[src/hw/host_pkg.sv]
// ----------------------------------------
// Shared constants for the simulation host
// Register map, widths, FIFO depth, limits
// ----------------------------------------
package host_pkg;

  // APB bus widths
  localparam int ADDR_W = 12;
  localparam int DATA_W = 32;

  // Counter width for instret and cycle
  localparam int CNT_W = 32;

  // Trace and profile enable bits
  localparam int N_ENABLES = 11;

  // Register offsets
  localparam logic [ADDR_W-1:0] ENABLE_OFS  = 12'h000;
  localparam logic [ADDR_W-1:0] CONTROL_OFS = 12'h004;
  localparam logic [ADDR_W-1:0] FINISH_OFS  = 12'h008;
  localparam logic [ADDR_W-1:0] PUTCHAR_OFS = 12'h00C;
  localparam logic [ADDR_W-1:0] INSTRET_OFS = 12'h010;
  localparam logic [ADDR_W-1:0] CYCLE_OFS   = 12'h014;
  localparam logic [ADDR_W-1:0] STATUS_OFS  = 12'h018;

  // Console character path
  localparam int CHAR_W     = 8;
  localparam int FIFO_DEPTH = 8;

  // Commits skipped after reset or clear
  localparam int WARMUP_INSTR = 4;

  // Idle cycles before the watchdog trips
  localparam int WATCHDOG_LIMIT = 64;

endpackage

[src/hw/host_stat_if.sv]
// ----------------------------------------
// Status bundle between registers and the
// performance and watchdog monitors
// ----------------------------------------
`timescale 1ns/1ps

interface host_stat_if;
  import host_pkg::*;

  logic             freeze;
  logic             clear;
  logic [CNT_W-1:0] instret_count;
  logic [CNT_W-1:0] cycle_count;
  logic             timeout;

  modport regs (output freeze, output clear,
                input instret_count, input cycle_count, input timeout);

  modport perf (input freeze, input clear,
                output instret_count, output cycle_count);

  modport wdog (input freeze, input clear, output timeout);

endinterface

[src/hw/host_apb_regs.sv]
// ----------------------------------------
// APB slave register block
// Enable, control, finish, putchar, status
// ----------------------------------------
`timescale 1ns/1ps

module host_apb_regs (
  input  logic                          clk_i,
  input  logic                          arst_n_i,
  input  logic                          psel_i,
  input  logic                          penable_i,
  input  logic                          pwrite_i,
  input  logic [host_pkg::ADDR_W-1:0]   paddr_i,
  input  logic [host_pkg::DATA_W-1:0]   pwdata_i,
  output logic [host_pkg::DATA_W-1:0]   prdata_o,
  output logic                          pready_o,
  output logic                          pslverr_o,
  output logic [host_pkg::N_ENABLES-1:0] enables_o,
  output logic                          finish_o,
  output logic                          fail_o,
  output logic                          fifo_push_o,
  output logic [host_pkg::CHAR_W-1:0]   fifo_data_o,
  input  logic                          fifo_full_i,
  host_stat_if.regs                     stat
);
  import host_pkg::*;

  logic                 access;
  logic                 unmapped;
  logic                 read_only;
  logic                 put_stall;
  logic                 wr_en;
  logic [N_ENABLES-1:0] enables_q;
  logic                 freeze_q;
  logic                 clear_q;
  logic                 finish_q;
  logic                 fail_q;

  always_comb
  begin
    unmapped  = 1'b0;
    read_only = 1'b0;
    case (paddr_i)
      ENABLE_OFS, CONTROL_OFS, FINISH_OFS, PUTCHAR_OFS: read_only = 1'b0;
      INSTRET_OFS, CYCLE_OFS, STATUS_OFS:               read_only = 1'b1;
      default:                                          unmapped  = 1'b1;
    endcase
  end

  assign access    = psel_i & penable_i;
  // Hold the access while the console FIFO has no room
  assign put_stall = pwrite_i & (paddr_i == PUTCHAR_OFS) & fifo_full_i;
  assign pready_o  = access & ~put_stall;
  assign pslverr_o = pready_o & (unmapped | (pwrite_i & read_only));
  assign wr_en     = pready_o & pwrite_i & ~pslverr_o;

  always_comb
  begin
    prdata_o = '0;
    if (access && !pwrite_i)
    begin
      case (paddr_i)
        ENABLE_OFS:  prdata_o = DATA_W'(enables_q);
        CONTROL_OFS: prdata_o = DATA_W'(freeze_q);
        FINISH_OFS:  prdata_o = DATA_W'({fail_q, finish_q});
        INSTRET_OFS: prdata_o = DATA_W'(stat.instret_count);
        CYCLE_OFS:   prdata_o = DATA_W'(stat.cycle_count);
        STATUS_OFS:  prdata_o = DATA_W'({fifo_full_i, stat.timeout});
        default:     prdata_o = '0;
      endcase
    end
  end

  always_ff @(posedge clk_i or negedge arst_n_i)
  begin
    if (!arst_n_i)
    begin
      enables_q <= '0;
      freeze_q  <= 1'b1;
      clear_q   <= 1'b0;
      finish_q  <= 1'b0;
      fail_q    <= 1'b0;
    end
    else
    begin
      clear_q <= wr_en & (paddr_i == CONTROL_OFS) & pwdata_i[1];
      if (wr_en && paddr_i == ENABLE_OFS)
        enables_q <= pwdata_i[N_ENABLES-1:0];
      if (wr_en && paddr_i == CONTROL_OFS)
        freeze_q <= pwdata_i[0];
      // First finish wins, code latched with it
      if (wr_en && paddr_i == FINISH_OFS && pwdata_i[0] && !finish_q)
      begin
        finish_q <= 1'b1;
        fail_q   <= pwdata_i[1];
      end
    end
  end

  assign fifo_push_o = wr_en & (paddr_i == PUTCHAR_OFS);
  assign fifo_data_o = pwdata_i[CHAR_W-1:0];

  assign enables_o   = enables_q;
  assign finish_o    = finish_q;
  assign fail_o      = fail_q;
  assign stat.freeze = freeze_q;
  assign stat.clear  = clear_q;

endmodule

[src/hw/char_fifo.sv]
// ----------------------------------------
// Console character FIFO, ready/valid out
// ----------------------------------------
`timescale 1ns/1ps

module char_fifo (
  input  logic                        clk_i,
  input  logic                        arst_n_i,
  input  logic                        push_i,
  input  logic [host_pkg::CHAR_W-1:0] data_i,
  output logic                        full_o,
  output logic                        valid_o,
  output logic [host_pkg::CHAR_W-1:0] data_o,
  input  logic                        ready_i
);
  import host_pkg::*;

  logic [CHAR_W-1:0]                  mem [FIFO_DEPTH];
  logic [$clog2(FIFO_DEPTH)-1:0]      wr_ptr;
  logic [$clog2(FIFO_DEPTH)-1:0]      rd_ptr;
  logic [$clog2(FIFO_DEPTH+1)-1:0]    count;
  logic                               do_push;
  logic                               do_pop;

  assign valid_o = (count != '0);
  assign full_o  = (count == ($clog2(FIFO_DEPTH+1))'(FIFO_DEPTH));
  assign data_o  = mem[rd_ptr];
  assign do_push = push_i & ~full_o;
  assign do_pop  = valid_o & ready_i;

  // Storage only, pointers track occupancy
  always_ff @(posedge clk_i)
  begin
    if (do_push)
      mem[wr_ptr] <= data_i;
  end

  always_ff @(posedge clk_i or negedge arst_n_i)
  begin
    if (!arst_n_i)
    begin
      wr_ptr <= '0;
      rd_ptr <= '0;
      count  <= '0;
    end
    else
    begin
      if (do_push)
        wr_ptr <= wr_ptr + 1'b1;
      if (do_pop)
        rd_ptr <= rd_ptr + 1'b1;
      if (do_push && !do_pop)
        count <= count + 1'b1;
      else if (do_pop && !do_push)
        count <= count - 1'b1;
    end
  end

endmodule

[src/hw/perf_counter.sv]
// ----------------------------------------
// Cycle and retired-instruction counters
// with a warm-up skip after clear
// ----------------------------------------
`timescale 1ns/1ps

module perf_counter (
  input  logic      clk_i,
  input  logic      arst_n_i,
  input  logic      commit_i,
  host_stat_if.perf stat
);
  import host_pkg::*;

  logic [CNT_W-1:0]                  cycle_q;
  logic [CNT_W-1:0]                  instret_q;
  logic [$clog2(WARMUP_INSTR+1)-1:0] warm_q;

  always_ff @(posedge clk_i or negedge arst_n_i)
  begin
    if (!arst_n_i)
    begin
      cycle_q   <= '0;
      instret_q <= '0;
      warm_q    <= '0;
    end
    else if (stat.clear)
    begin
      cycle_q   <= '0;
      instret_q <= '0;
      warm_q    <= '0;
    end
    else if (!stat.freeze)
    begin
      cycle_q <= cycle_q + 1'b1;
      if (commit_i)
      begin
        // Early commits only advance the warm-up count
        if (warm_q < WARMUP_INSTR)
          warm_q <= warm_q + 1'b1;
        else
          instret_q <= instret_q + 1'b1;
      end
    end
  end

  assign stat.cycle_count   = cycle_q;
  assign stat.instret_count = instret_q;

endmodule

[src/hw/commit_watchdog.sv]
// ----------------------------------------
// Commit watchdog with sticky timeout
// ----------------------------------------
`timescale 1ns/1ps

module commit_watchdog (
  input  logic      clk_i,
  input  logic      arst_n_i,
  input  logic      commit_i,
  host_stat_if.wdog stat
);
  import host_pkg::*;

  logic [$clog2(WATCHDOG_LIMIT+1)-1:0] idle_q;
  logic                                timeout_q;
  logic                                limit_hit;

  // Next idle cycle lands on the limit
  assign limit_hit = !commit_i && (idle_q == WATCHDOG_LIMIT - 1);

  always_ff @(posedge clk_i or negedge arst_n_i)
  begin
    if (!arst_n_i)
    begin
      idle_q    <= '0;
      timeout_q <= 1'b0;
    end
    else if (stat.clear)
    begin
      idle_q    <= '0;
      timeout_q <= 1'b0;
    end
    else if (!stat.freeze)
    begin
      if (commit_i)
        idle_q <= '0;
      else if (idle_q != WATCHDOG_LIMIT)
        idle_q <= idle_q + 1'b1;
      // Sticky until clear
      if (limit_hit)
        timeout_q <= 1'b1;
    end
  end

  assign stat.timeout = timeout_q;

endmodule

[src/hw/sim_host_top.sv]
// ----------------------------------------
// Simulation host top level
// ----------------------------------------
`timescale 1ns/1ps

module sim_host_top (
  input  logic                           clk_i,
  input  logic                           arst_n_i,
  input  logic                           psel_i,
  input  logic                           penable_i,
  input  logic                           pwrite_i,
  input  logic [host_pkg::ADDR_W-1:0]    paddr_i,
  input  logic [host_pkg::DATA_W-1:0]    pwdata_i,
  input  logic                           commit_i,
  input  logic                           char_ready_i,
  output logic [host_pkg::DATA_W-1:0]    prdata_o,
  output logic                           pready_o,
  output logic                           pslverr_o,
  output logic [host_pkg::N_ENABLES-1:0] enables_o,
  output logic                           finish_o,
  output logic                           fail_o,
  output logic                           char_valid_o,
  output logic [host_pkg::CHAR_W-1:0]    char_o
);

  logic                        fifo_push;
  logic [host_pkg::CHAR_W-1:0] fifo_data;
  logic                        fifo_full;

  host_stat_if u_stat ();

  host_apb_regs u_regs (
    .clk_i       (clk_i),
    .arst_n_i    (arst_n_i),
    .psel_i      (psel_i),
    .penable_i   (penable_i),
    .pwrite_i    (pwrite_i),
    .paddr_i     (paddr_i),
    .pwdata_i    (pwdata_i),
    .prdata_o    (prdata_o),
    .pready_o    (pready_o),
    .pslverr_o   (pslverr_o),
    .enables_o   (enables_o),
    .finish_o    (finish_o),
    .fail_o      (fail_o),
    .fifo_push_o (fifo_push),
    .fifo_data_o (fifo_data),
    .fifo_full_i (fifo_full),
    .stat        (u_stat)
  );

  char_fifo u_fifo (
    .clk_i    (clk_i),
    .arst_n_i (arst_n_i),
    .push_i   (fifo_push),
    .data_i   (fifo_data),
    .full_o   (fifo_full),
    .valid_o  (char_valid_o),
    .data_o   (char_o),
    .ready_i  (char_ready_i)
  );

  perf_counter u_perf (
    .clk_i    (clk_i),
    .arst_n_i (arst_n_i),
    .commit_i (commit_i),
    .stat     (u_stat)
  );

  commit_watchdog u_wdog (
    .clk_i    (clk_i),
    .arst_n_i (arst_n_i),
    .commit_i (commit_i),
    .stat     (u_stat)
  );

endmodule

[config.mk]
export PLATFORM = sky130hd
export DESIGN_NAME = sim_host_top
export DESIGN_NICKNAME = d
export VERILOG_FILES = /design/src/hw/host_pkg.sv /design/src/hw/host_stat_if.sv /design/src/hw/host_apb_regs.sv /design/src/hw/char_fifo.sv /design/src/hw/perf_counter.sv /design/src/hw/commit_watchdog.sv /design/src/hw/sim_host_top.sv
export SDC_FILE = /design/constraint.sdc
export NUM_CORES = 1
export LEC_CHECK = 0
export ABC_AREA = 1
export CAP_MARGIN = 20
export CORE_UTILIZATION = 40
export DETAILED_ROUTE_END_ITERATION = 6
export DONT_BUFFER_PORTS = 1
export PLACE_DENSITY = 0.51
export SLEW_MARGIN = 20
export SYNTH_ARGS = -nofsm -noshare
export SYNTH_HDL_FRONTEND = slang
export SYNTH_SLANG_ARGS = --single-unit
[constraint.sdc]
create_clock -name clk_i -period 3 [get_ports clk_i]
set_input_delay 0.6 -clock clk_i [delete_from_list [all_inputs] [get_ports clk_i]]
set_output_delay 0.6 -clock clk_i [all_outputs]
set_load 0.02 [all_outputs]
==> impl_metrics.csv, run 1 <==
group,metric,value,unit
cts,clockRootBuffer,"clkbuf_16",
timing,finalHoldViolCount,0,
cells_and_area,fin_util,0.469,
routing,met3_length,988,um
routing,drtIter0Drc,549,
setup_path,criticalPathCategory,"in2out",
cts,ctsHoldBuffers,2,
pwr,irDropWorstVdd,511,uV
timing,tightest_slew,668,ps
pwr,switching_share,0.372,
cells_and_area,fin_nets,1280,
routing,wl_met2,11.7,mm
cts,cts_tree,"done",
global_routing,grt_pass1_vias,7208,
synthesis,synth_edf_count,64,
timing,slew_violations,0,
cts,htree_levels,4,
pwr,switchingPower,2580,uW
pwr,cellPowerDensity,670,nW/um^2
routing,drc,0,
setup_path,crit_chain,"nor2_1 > nand2_1 > inv_1 > nand2_1 > inv_2 > nand2_2 > inv_2 > nand2_1 > a21oi_1 > buf_4",
floorplan,io_pins,107,
timing,setup_viol,0,
synthesis,synth-async-reset-ratio,0.610,
pwr,totalPowerFinal,6940,uW
timing,hold_slack,81.8,ps
setup_path,r2r_slack,400,ps
routing,vias,7720,
timing,rsz0062_at_grt,"no",
floorplan,start_util,0.412,
setup_path,crit_path_frequent_cell,"nand2_1",
synthesis,yosys_warnings,0,
setup_path,reg2reg_depth,17,
setup_path,crit_family,"buffers and inverters",
setup_path,cp.buffers_inverters,4,
routing,wl_met1,12.1,mm
floorplan,core,22100,um^2
hold_path,hold_class,"in2async",
pwr,seq_power_share,0.416,
timing,setup_tns,0,ps
cts,clk_pin_slew,70,ps
synthesis,syn_inst,1175,
synthesis,synth_area,9100,um^2
placement,place_inst,1477,
cts,cts_resized,0,
routing,wl_per_cell,16.6,um
routing,first_pass_iters,7,
cts,cts_buffers,17,
synthesis,syn_nets,1237,
routing,wirelength,25.1,mm
floorplan,die_x,153,um
synthesis,yosysTopAreaCellShare,0.272,
cells_and_area,stdcell_count,1511,
timing,fin_crit,2760,ps
setup_path,cpPeakStageDelay,320,ps
cells_and_area,diodes,0,
cells_and_area,fill_cells,2200,
timing,relSlewSlack,0.555,
global_routing,gr-total-overflow,0,
timing,finClkSkew,17.4,ps
setup_path,r2r-start,"u_fifo.count[0]",
setup_path,required,2400,ps
synthesis,synth_largest_area_cell,"dfrtp_1",
routing,routed.top_layer,"met4",
setup_path,crit_arrival,2160,ps
cells_and_area,area_growth,13.8,%
timing,fin_crit_sh,0.920,
setup_path,end_kind,"output port",
routing,ant_nets,0,
run_status,status,"finished clean",
cts,cts_sinks,164,
placement,portBuffers,0,
cts,clk_path_buf_depth,2,
floorplan,die_h,153,um
cells_and_area,drive_gt1_frac,0.101,
timing,fmax,0.362,GHz
synthesis,synth.distinct_cells,48,
global_routing,grt_antenna_before_repair,0,
pwr,leakage,0.00436,uW
global_routing,grt_pass1_wl,40.7,mm
pwr,clkPwrFrac,0.319,
global_routing,grt_max_degree,100,
synthesis,synth_area_leaders,"dfrtp_1, edfxtp_1, nand2_1",
cts,cts_setup_buffers,0,
synthesis,syn_avg_cell_area,7.75,um^2
setup_path,path_max_fanout,23,
placement,hpwlAfterDp,18.1,mm
global_routing,track_usage,0.224,
setup_path,start_kind,"input port",
setup_path,timing.rr.end,"u_fifo.count[3]",
floorplan,dieArea,23400,um^2
synthesis,ys_ff_latch,164,
routing,via_per_inst,5.11,
pwr,intPower,4360,uW
synthesis,ys.flop_type,"dfrtp_1",
pwr,p_comb_frac,0.265,
placement,place_congestion,0.868,
floorplan,placementRows,54,
setup_path,critical_path.slowest_cell,"inv_2",
synthesis,ys_seq_area_frac,0.486,
cts,clock_latency,440,ps
job,drv_cap,0,
## metrics by stage
step | setup slack (ps) | instance area [um^2]
floorplan | 271 | 9100
detailed placement | 114 | 9720
global route | 48.5 | 10400
global placement | 158 | 9720
finish | 241 | 10400
CTS | 224 | 10400
## cells by family (layout without fill, tap and decap cells)
| kind of cell | count (synthesis) | in the layout | synth area share |
|---|---|---|---|
| simple gates | 642 | 642 | 0.308 |
| compound gates | 179 | 179 | 0.106 |
| buf+inv | 166 | 222 | 0.0709 |
| flops | 164 | 164 | 0.486 |
| xor+xnor | 12 | 12 | 0.0115 |
| fa+ha+maj | 11 | 11 | 0.0159 |
| mux | 1 | 1 | 0.00124 |
## area by class of cell
type,count,area [um^2],share of cell area
Sequential cell,164,4430,0.427
Multi-Input combinational cell,845,4030,0.389
Inverter,132,495,0.0478
Timing Repair Buffer,58,458,0.0442
Clock buffer,17,425,0.0411
Tap cell,280,350,0.0338
Clock inverter,15,174,0.0168
## cell usage in the layout, fill, tap and decap left out, drive strengths merged, types with 2 or more instances in the layout
cell type and count:
nand2 284, nor2 192, inv 139, dfrtp 99
o21ai 95, nand3 77, edfxtp 64, buf 57
a21oi 49, nor3 42, nand4 37, clkbuf 17
o22ai 10, ha 10, a31oi 9, xor2 7
clkinv 6, xnor2 5, o211ai 3, o221ai 3
nor4 3, o31ai 2, nand3b 2, nor3b 2
o21a 2, a21o 2, and3 2, clkinvlp 2
## sequential cells by signal, indices dropped and copies added, names as in the netlist
name                       cells
u_fifo.mem                    64
u_perf.warm_q                  3
u_fifo.count                   4
u_regs.stat.freeze             1
u_perf.stat.cycle_count       32
u_wdog.idle_q                  7
u_wdog.stat.timeout            1
u_regs.fail_o                  1
u_regs.finish_o                1
u_regs.stat.clear              1
u_perf.stat.instret_count     32
u_fifo.wr_ptr                  3
u_fifo.rd_ptr                  3
u_regs.enables_o              11
## layer usage
| metal | up-vias | track usage |
|---|---|---|
| met4 | 0 | 0.0620 |
| met1 | 3561 | 0.319 |
| met2 | 152 | 0.357 |
| met3 | 17 | 0.0323 |
| met5 | - | 0 |
| li1 | 3990 | - |
## cell usage after synthesis, drive strengths merged (2+ instances only)
master  instances
o21a            2
a21oi          49
ha             10
o221ai          3
xnor2           5
o21ai          95
o211ai          3
edfxtp         64
o22ai          10
nor3           42
a31oi           9
buf            12
nand3b          2
and3            2
xor2            7
nand4          37
nand3          77
clkbuf         22
o31ai           2
dfrtp          99
nor2          192
a21o            2
nor4            3
inv           131
nor3b           2
nand2         284
## how the worst max path moves through the flow
stage                start              end  slack (ps)  depth (start not counted)
3_5_place_dp   paddr_i[11]  u_fifo.count[3]         110                         18
4_1_cts        paddr_i[11]     prdata_o[11]         220                         10
2_1_floorplan  paddr_i[11]  u_fifo.count[3]         270                         18
3_3_place_gp   paddr_i[11]  u_fifo.count[3]         160                         18
5_1_grt         paddr_i[9]     prdata_o[11]          50                         10
6_report       paddr_i[11]     prdata_o[13]         240                         10
## power groups by stage
| stage | sequential (uW) | combinational, uW | clock (uW) |
|---|---|---|---|
| 6_report | 2890 | 1840 | 2210 |
| 5_1_grt | 2920 | 2090 | 2350 |
| 4_1_cts | 2880 | 1870 | 2270 |
| 3_5_place_dp | 2930 | 1830 | 0 |
| 3_3_place_gp | 2930 | 1810 | 0 |
| 2_1_floorplan | 2840 | 1310 | 0 |
## worst register-to-register path, cell delays in order, from the launching register on
cell,delay [ps]
dfrtp_1,440
nor2_1,90
nand2_1,130
nor2_1,60
nand3_1,60
nand2_1,110
nor2_4,130
nand3_4,70
nor2_1,140
ha_1,210
inv_1,90
ha_1,280
a21o_1,180
a21oi_1,170
nor2_1,60
nor2_1,80
nand2_1,60
xor2_1,130
(Power assumes the default switching activity.)
==> run 2, diff against run 1 <==
--- a/config.mk
+++ b/config.mk
@@ -5,7 +5,6 @@
 export SDC_FILE = /design/constraint.sdc
 export NUM_CORES = 1
 export LEC_CHECK = 0
-export ABC_AREA = 1
 export CAP_MARGIN = 20
 export CORE_UTILIZATION = 40
 export DETAILED_ROUTE_END_ITERATION = 6
==> impl_metrics.csv, run 2 <==
group,metric,value,unit
routing,drtIter0Drc,373,
synthesis,synth-async-reset-ratio,0.610,
timing,relSlewSlack,0.358,
synthesis,synth.distinct_cells,56,
floorplan,start_util,0.411,
pwr,leakage,0.00366,uW
setup_path,required,2400,ps
pwr,cellPowerDensity,618,nW/um^2
cells_and_area,top_register,"u_fifo.mem",
setup_path,reg2reg_depth,9,
synthesis,ys.flop_type,"dfrtp_1",
cells_and_area,fill_cells,1847,
synthesis,ys_top_cells_by_count,"dfrtp_1, edfxtp_1, nor2_1, a21oi_1, clkbuf_1",
floorplan,die_x,147,um
routing,ant_nets,0,
synthesis,synth_area,8400,um^2
synthesis,yosysTopAreaCellShare,0.295,
cells_and_area,drive_gt1_frac,0.231,
cts,htree_levels,4,
timing,fmax,0.343,GHz
pwr,switching_share,0.312,
cells_and_area,diodes,0,
setup_path,end_kind,"output port",
pwr,switchingPower,1890,uW
synthesis,synth_edf_count,64,
run_status,status,"finished clean",
synthesis,ys_ff_latch,164,
global_routing,track_usage,0.198,
timing,finalHoldViolCount,0,
global_routing,grt_pass1_wl,33.3,mm
pwr,irDropWorstVdd,374,uV
routing,vias,6150,
timing,finClkSkew,11.1,ps
global_routing,grt_antenna_before_repair,0,
placement,place_congestion,0.800,
cts,cts_sinks,164,
synthesis,ys_seq_area_frac,0.527,
global_routing,grt_pass1_vias,6118,
setup_path,crit_arrival,2320,ps
floorplan,io_pins,107,
synthesis,synth_largest_area_cell,"dfrtp_1",
timing,fin_crit_sh,0.973,
cts,clock_latency,420,ps
cells_and_area,final_common_cell,"dfrtp_1",
synthesis,yosysMostFrequentCell,"dfrtp_1",
setup_path,r2r_slack,380,ps
cts,clk_pin_slew,70,ps
setup_path,criticalPathCategory,"in2out",
setup_path,path_max_fanout,7,
routing,wirelength,20.9,mm
synthesis,synth_area_leaders,"dfrtp_1, edfxtp_1, mux4_2",
routing,wl_per_cell,19.7,um
floorplan,die_h,147,um
timing,fin_crit,2920,ps
cells_and_area,fin_nets,838,
pwr,intPower,4170,uW
floorplan,dieArea,21600,um^2
timing,tightest_slew,962,ps
pwr,clkPwrFrac,0.365,
timing,setup_tns,0,ps
setup_path,timing.rr.end,"u_fifo.count[3]",
placement,hpwlAfterDp,14.6,mm
routing,drc,0,
synthesis,yosys_warnings,0,
timing,setup_viol,0,
cells_and_area,design_area,9800,um^2
hold_path,hold_class,"in2async",
setup_path,r2r-start,"u_fifo.count[2]",
cells_and_area,final_cell_mix,"dfrtp_1, edfxtp_1, buf_4",
routing,first_pass_iters,6,
synthesis,syn_inst,740,
pwr,p_comb_frac,0.186,
placement,postPlaceCellArea,9130,um^2
global_routing,gr-total-overflow,0,
cts,clockRootBuffer,"clkbuf_16",
global_routing,grt_util_met2,0.350,
job,drv_cap,0,
cts,clk_path_buf_depth,2,
floorplan,placementRows,52,
placement,portBuffers,0,
cells_and_area,largest_reg_flops,64,
global_routing,grt_use_met1,0.249,
pwr,seq_power_share,0.449,
floorplan,core,20400,um^2
cts,cts_buffers,17,
setup_path,start_kind,"input port",
synthesis,syn_avg_cell_area,11.3,um^2
synthesis,syn_nets,802,
global_routing,use_met3,0.0329,
cts,cts_tree,"done",
global_routing,grt_max_degree,100,
timing,slew_violations,0,
routing,via_per_inst,5.81,
global_routing,top_usage_layer,"met2",
cells_and_area,area_growth,16.8,%
[run 2: cells by family (layout without fill, tap and decap cells)]
family | count (synthesis) | after routing | synth area share
and+or+nand+nor | 275 | 275 | 0.181
DFF | 164 | 164 | 0.527
AOI/OAI and AO/OA | 143 | 143 | 0.112
muxes | 64 | 64 | 0.110
buffers and inverters | 57 | 106 | 0.0267
xor gates and xnor gates | 26 | 26 | 0.0271
adders and majority gates | 11 | 11 | 0.0173
[run 2: worst max-delay path, stage by stage]
cell and delay [ps]:
or4_4 540, or3_4 390, a221o_1 300, a211oi_2 290
buf_4 190
[run 2: layout make-up]
cell class	count	area (um^2)	area share
Sequential cell	164	4430	0.452
Timing Repair Buffer	66	553	0.0564
Inverter	8	30.0	0.00306
Tap cell	270	338	0.0345
Multi-Input combinational cell	519	3840	0.392
Clock inverter	15	191	0.0195
Clock buffer	17	425	0.0434
[run 2: power groups by stage]
stage / Sequential, uW / Clock [uW] / Combinational [uW]
2_1_floorplan: 2640 / 0 / 987
3_3_place_gp: 2760 / 0 / 1080
3_5_place_dp: 2770 / 0 / 1110
4_1_cts: 2720 / 2270 / 1150
5_1_grt: 2750 / 2360 / 1250
6_report: 2720 / 2210 / 1130
[run 2: timing repair]
action                                 4_1_cts  5_1_grt
gates resized for setup                      0        4
endpoints found under the hold margin       99        0
hold buffers                                 1        0
buffers inserted                             0        1
setup endpoints to repair                    0        4
[run 2: routing by layer]
| layer | up-vias | wire [um] | part of all wire |
|---|---|---|---|
| met5 | - | 0 | 0 |
| met4 | 0 | 193 | 0.0092 |
| met3 | 9 | 928 | 0.044 |
| met2 | 122 | 10700 | 0.51 |
| met1 | 3100 | 9050 | 0.43 |
| li1 | 2919 | - | - |
[run 2: worst max path at each step]
stage / start / cells after the start / slack, ps / end
4_1_cts: paddr_i[11] / 5 / 20 / prdata_o[0]
3_3_place_gp: paddr_i[11] / 5 / 50 / prdata_o[0]
5_1_grt: paddr_i[11] / 8 / -0.7 / prdata_o[31]
3_5_place_dp: paddr_i[11] / 12 / 20 / u_fifo.count[3]
2_1_floorplan: paddr_i[4] / 6 / -9 / prdata_o[15]
6_report: paddr_i[11] / 5 / 80 / prdata_o[0]
[run 2: per-stage QoR]
stage                     total power, uW  hold WS, ps  utilization  std cells  worst slack (ps)
after floorplan                      3630          304            -        740             -9.32
after global placement               3840          310        0.447       1025              52.1
after detailed placement             3880          310        0.447       1025              23.4
after CTS                            6150         5.21        0.479       1058              15.2
after global routing                 6350         9.25        0.480       1059            -0.723
final                                6060         24.5        0.480       1059              80.7
==> run 3, diff against run 2 <==
--- a/config.mk
+++ b/config.mk
@@ -5,11 +5,12 @@
 export SDC_FILE = /design/constraint.sdc
 export NUM_CORES = 1
 export LEC_CHECK = 0
+export ABC_AREA = 1
 export CAP_MARGIN = 20
-export CORE_UTILIZATION = 40
+export CORE_UTILIZATION = 45
 export DETAILED_ROUTE_END_ITERATION = 6
 export DONT_BUFFER_PORTS = 1
-export PLACE_DENSITY = 0.51
+export PLACE_DENSITY = 0.57
 export SLEW_MARGIN = 20
 export SYNTH_ARGS = -nofsm -noshare
 export SYNTH_HDL_FRONTEND = slang
==> impl_metrics.csv, run 3 (synthesis results as in run 1) <==
group,metric,value,unit
run_status,status,"finished clean",
cells_and_area,fin_util,0.526,
pwr,switchingPower,2490,uW
global_routing,track_usage,0.249,
timing,rsz0062_at_grt,"no",
cts,clockRootBuffer,"clkbuf_16",
setup_path,start_kind,"flip-flop",
setup_path,r2r-start,"u_fifo.count[0]",
global_routing,grt_pass1_wl,39.3,mm
floorplan,dieArea,20800,um^2
timing,fin_crit,2730,ps
global_routing,grt_pass1_vias,7534,
setup_path,cpPeakStageDelay,540,ps
routing,vias,7949,
placement,place_inst,1465,
pwr,leakage,0.00437,uW
timing,setup_tns,0,ps
routing,drtIter0Drc,510,
placement,portBuffers,0,
setup_path,crit_arrival,2130,ps
routing,ant_nets,0,
setup_path,end_kind,"output port",
timing,tightest_slew,743,ps
cells_and_area,top_register,"u_fifo.mem",
cts,clock_latency,430,ps
timing,setup_viol,0,
setup_path,required,2400,ps
routing,first_pass_iters,5,
timing,layout_setup_ws,273,ps
pwr,clkPwrFrac,0.312,
routing,wl_per_cell,16.3,um
cts,ctsHoldBuffers,2,
cts,cts_resized,0,
timing,fin_crit_sh,0.909,
cells_and_area,largest_reg_flops,64,
global_routing,grt_max_degree,100,
pwr,switching_share,0.361,
cts,cts_tree,"done",
routing,via_per_inst,5.30,
placement,postPlaceCellArea,9730,um^2
cts,cts_buffers,17,
floorplan,core,19700,um^2
timing,finalHoldViolCount,0,
floorplan,placementRows,51,
cells_and_area,fin_nets,1283,
pwr,cellPowerDensity,667,nW/um^2
pwr,irDropWorstVdd,405,uV
setup_path,path_max_fanout,26,
floorplan,start_util,0.463,
job,drv_cap,0,
setup_path,crit_start,"u_fifo.rd_ptr[0]",
placement,place_congestion,0.850,
global_routing,gr-total-overflow,0,
timing,fmax,0.367,GHz
floorplan,die_x,144,um
cts,clk_path_buf_depth,2,
setup_path,crit_path_frequent_cell,"buf_4",
floorplan,io_pins,107,
cts,clk_pin_slew,70,ps
placement,dp_slack,97.5,ps
cts,htree_levels,4,
setup_path,crit_chain,"inv_1 > buf_4 > o21ai_0 > a31oi_1 > buf_4",
floorplan,die_h,144,um
routing,wirelength,24.4,mm
cells_and_area,final_cell_mix,"nand2_1, nor2_1, inv_1",
setup_path,critical_path.slowest_cell,"inv_1",
cells_and_area,stdcell_count,1499,
timing,slew_violations,0,
timing,finClkSkew,14.5,ps
routing,drc,0,
cells_and_area,diodes,0,
pwr,intPower,4410,uW
cells_and_area,drive_gt1_frac,0.101,
cells_and_area,final_common_cell,"nand2_1",
hold_path,hold_class,"in2async",
timing,relSlewSlack,0.504,
setup_path,criticalPathCategory,"reg2out",
global_routing,grt_antenna_before_repair,0,
cts,cts_setup_buffers,0,
cts,cts_sinks,164,
pwr,p_comb_frac,0.267,
cells_and_area,area_growth,13.6,%
cells_and_area,design_area,10300,um^2
placement,hpwlAfterDp,17.6,mm
pwr,seq_power_share,0.420,
==> run 3: power groups by stage <==
stage | clock network [uW] | logic [uW] | registers (uW)
3_3_place_gp | 0 | 1790 | 2940
3_5_place_dp | 0 | 1810 | 2940
5_1_grt | 2280 | 2090 | 2940
6_report | 2150 | 1840 | 2900
4_1_cts | 2200 | 1850 | 2890
2_1_floorplan | 0 | 1310 | 2840
==> run 3: cell type report <==
class | count | area (um^2)
clock inverter | 15 | 148
inverter | 132 | 495
multi-input combinational | 845 | 4030
timing repair buffer | 61 | 480
fill | 1935 | 9320
sequential | 164 | 4430
clock buffer | 17 | 425
tap | 265 | 332
==> run 3: metal layers <==
metal	routed length, um	global-route usage	vias up
met2	11200	0.405	195
met5	0	0	-
li1	-	-	4016
met3	1260	0.0424	33
met1	11400	0.334	3705
met4	531	0.0892	0
==> run 3: worst paths after layout <==
path                                                to  slack (ps)  depth (start not counted)
max in group asynchronous           u_regs.stat.freeze        2360                          1
min                        u_perf.stat.cycle_count[30]         100                          1
min reg2reg                         u_regs.stat.freeze         500                          2
max                                          char_o[1]         270                          5
max reg2reg                            u_fifo.count[3]         400                         17
min in group clk_i                    u_fifo.mem[2][4]         260                          0
==> run 3: metrics by stage <==
step	power [uW]	hold slack [ps]
3_5_place_dp	4750	308
4_1_cts	6950	122
6_report	6890	99.6
3_3_place_gp	4730	308
5_1_grt	7310	145
2_1_floorplan	4140	304
==> run 3: critical path: cells and delay by family, from the launching register on <==
kind / cells / cell delay [ps]
flip-flops: 1 / 380
buffers and inverters: 3 / 980
AO/OA/AOI/OAI: 2 / 340
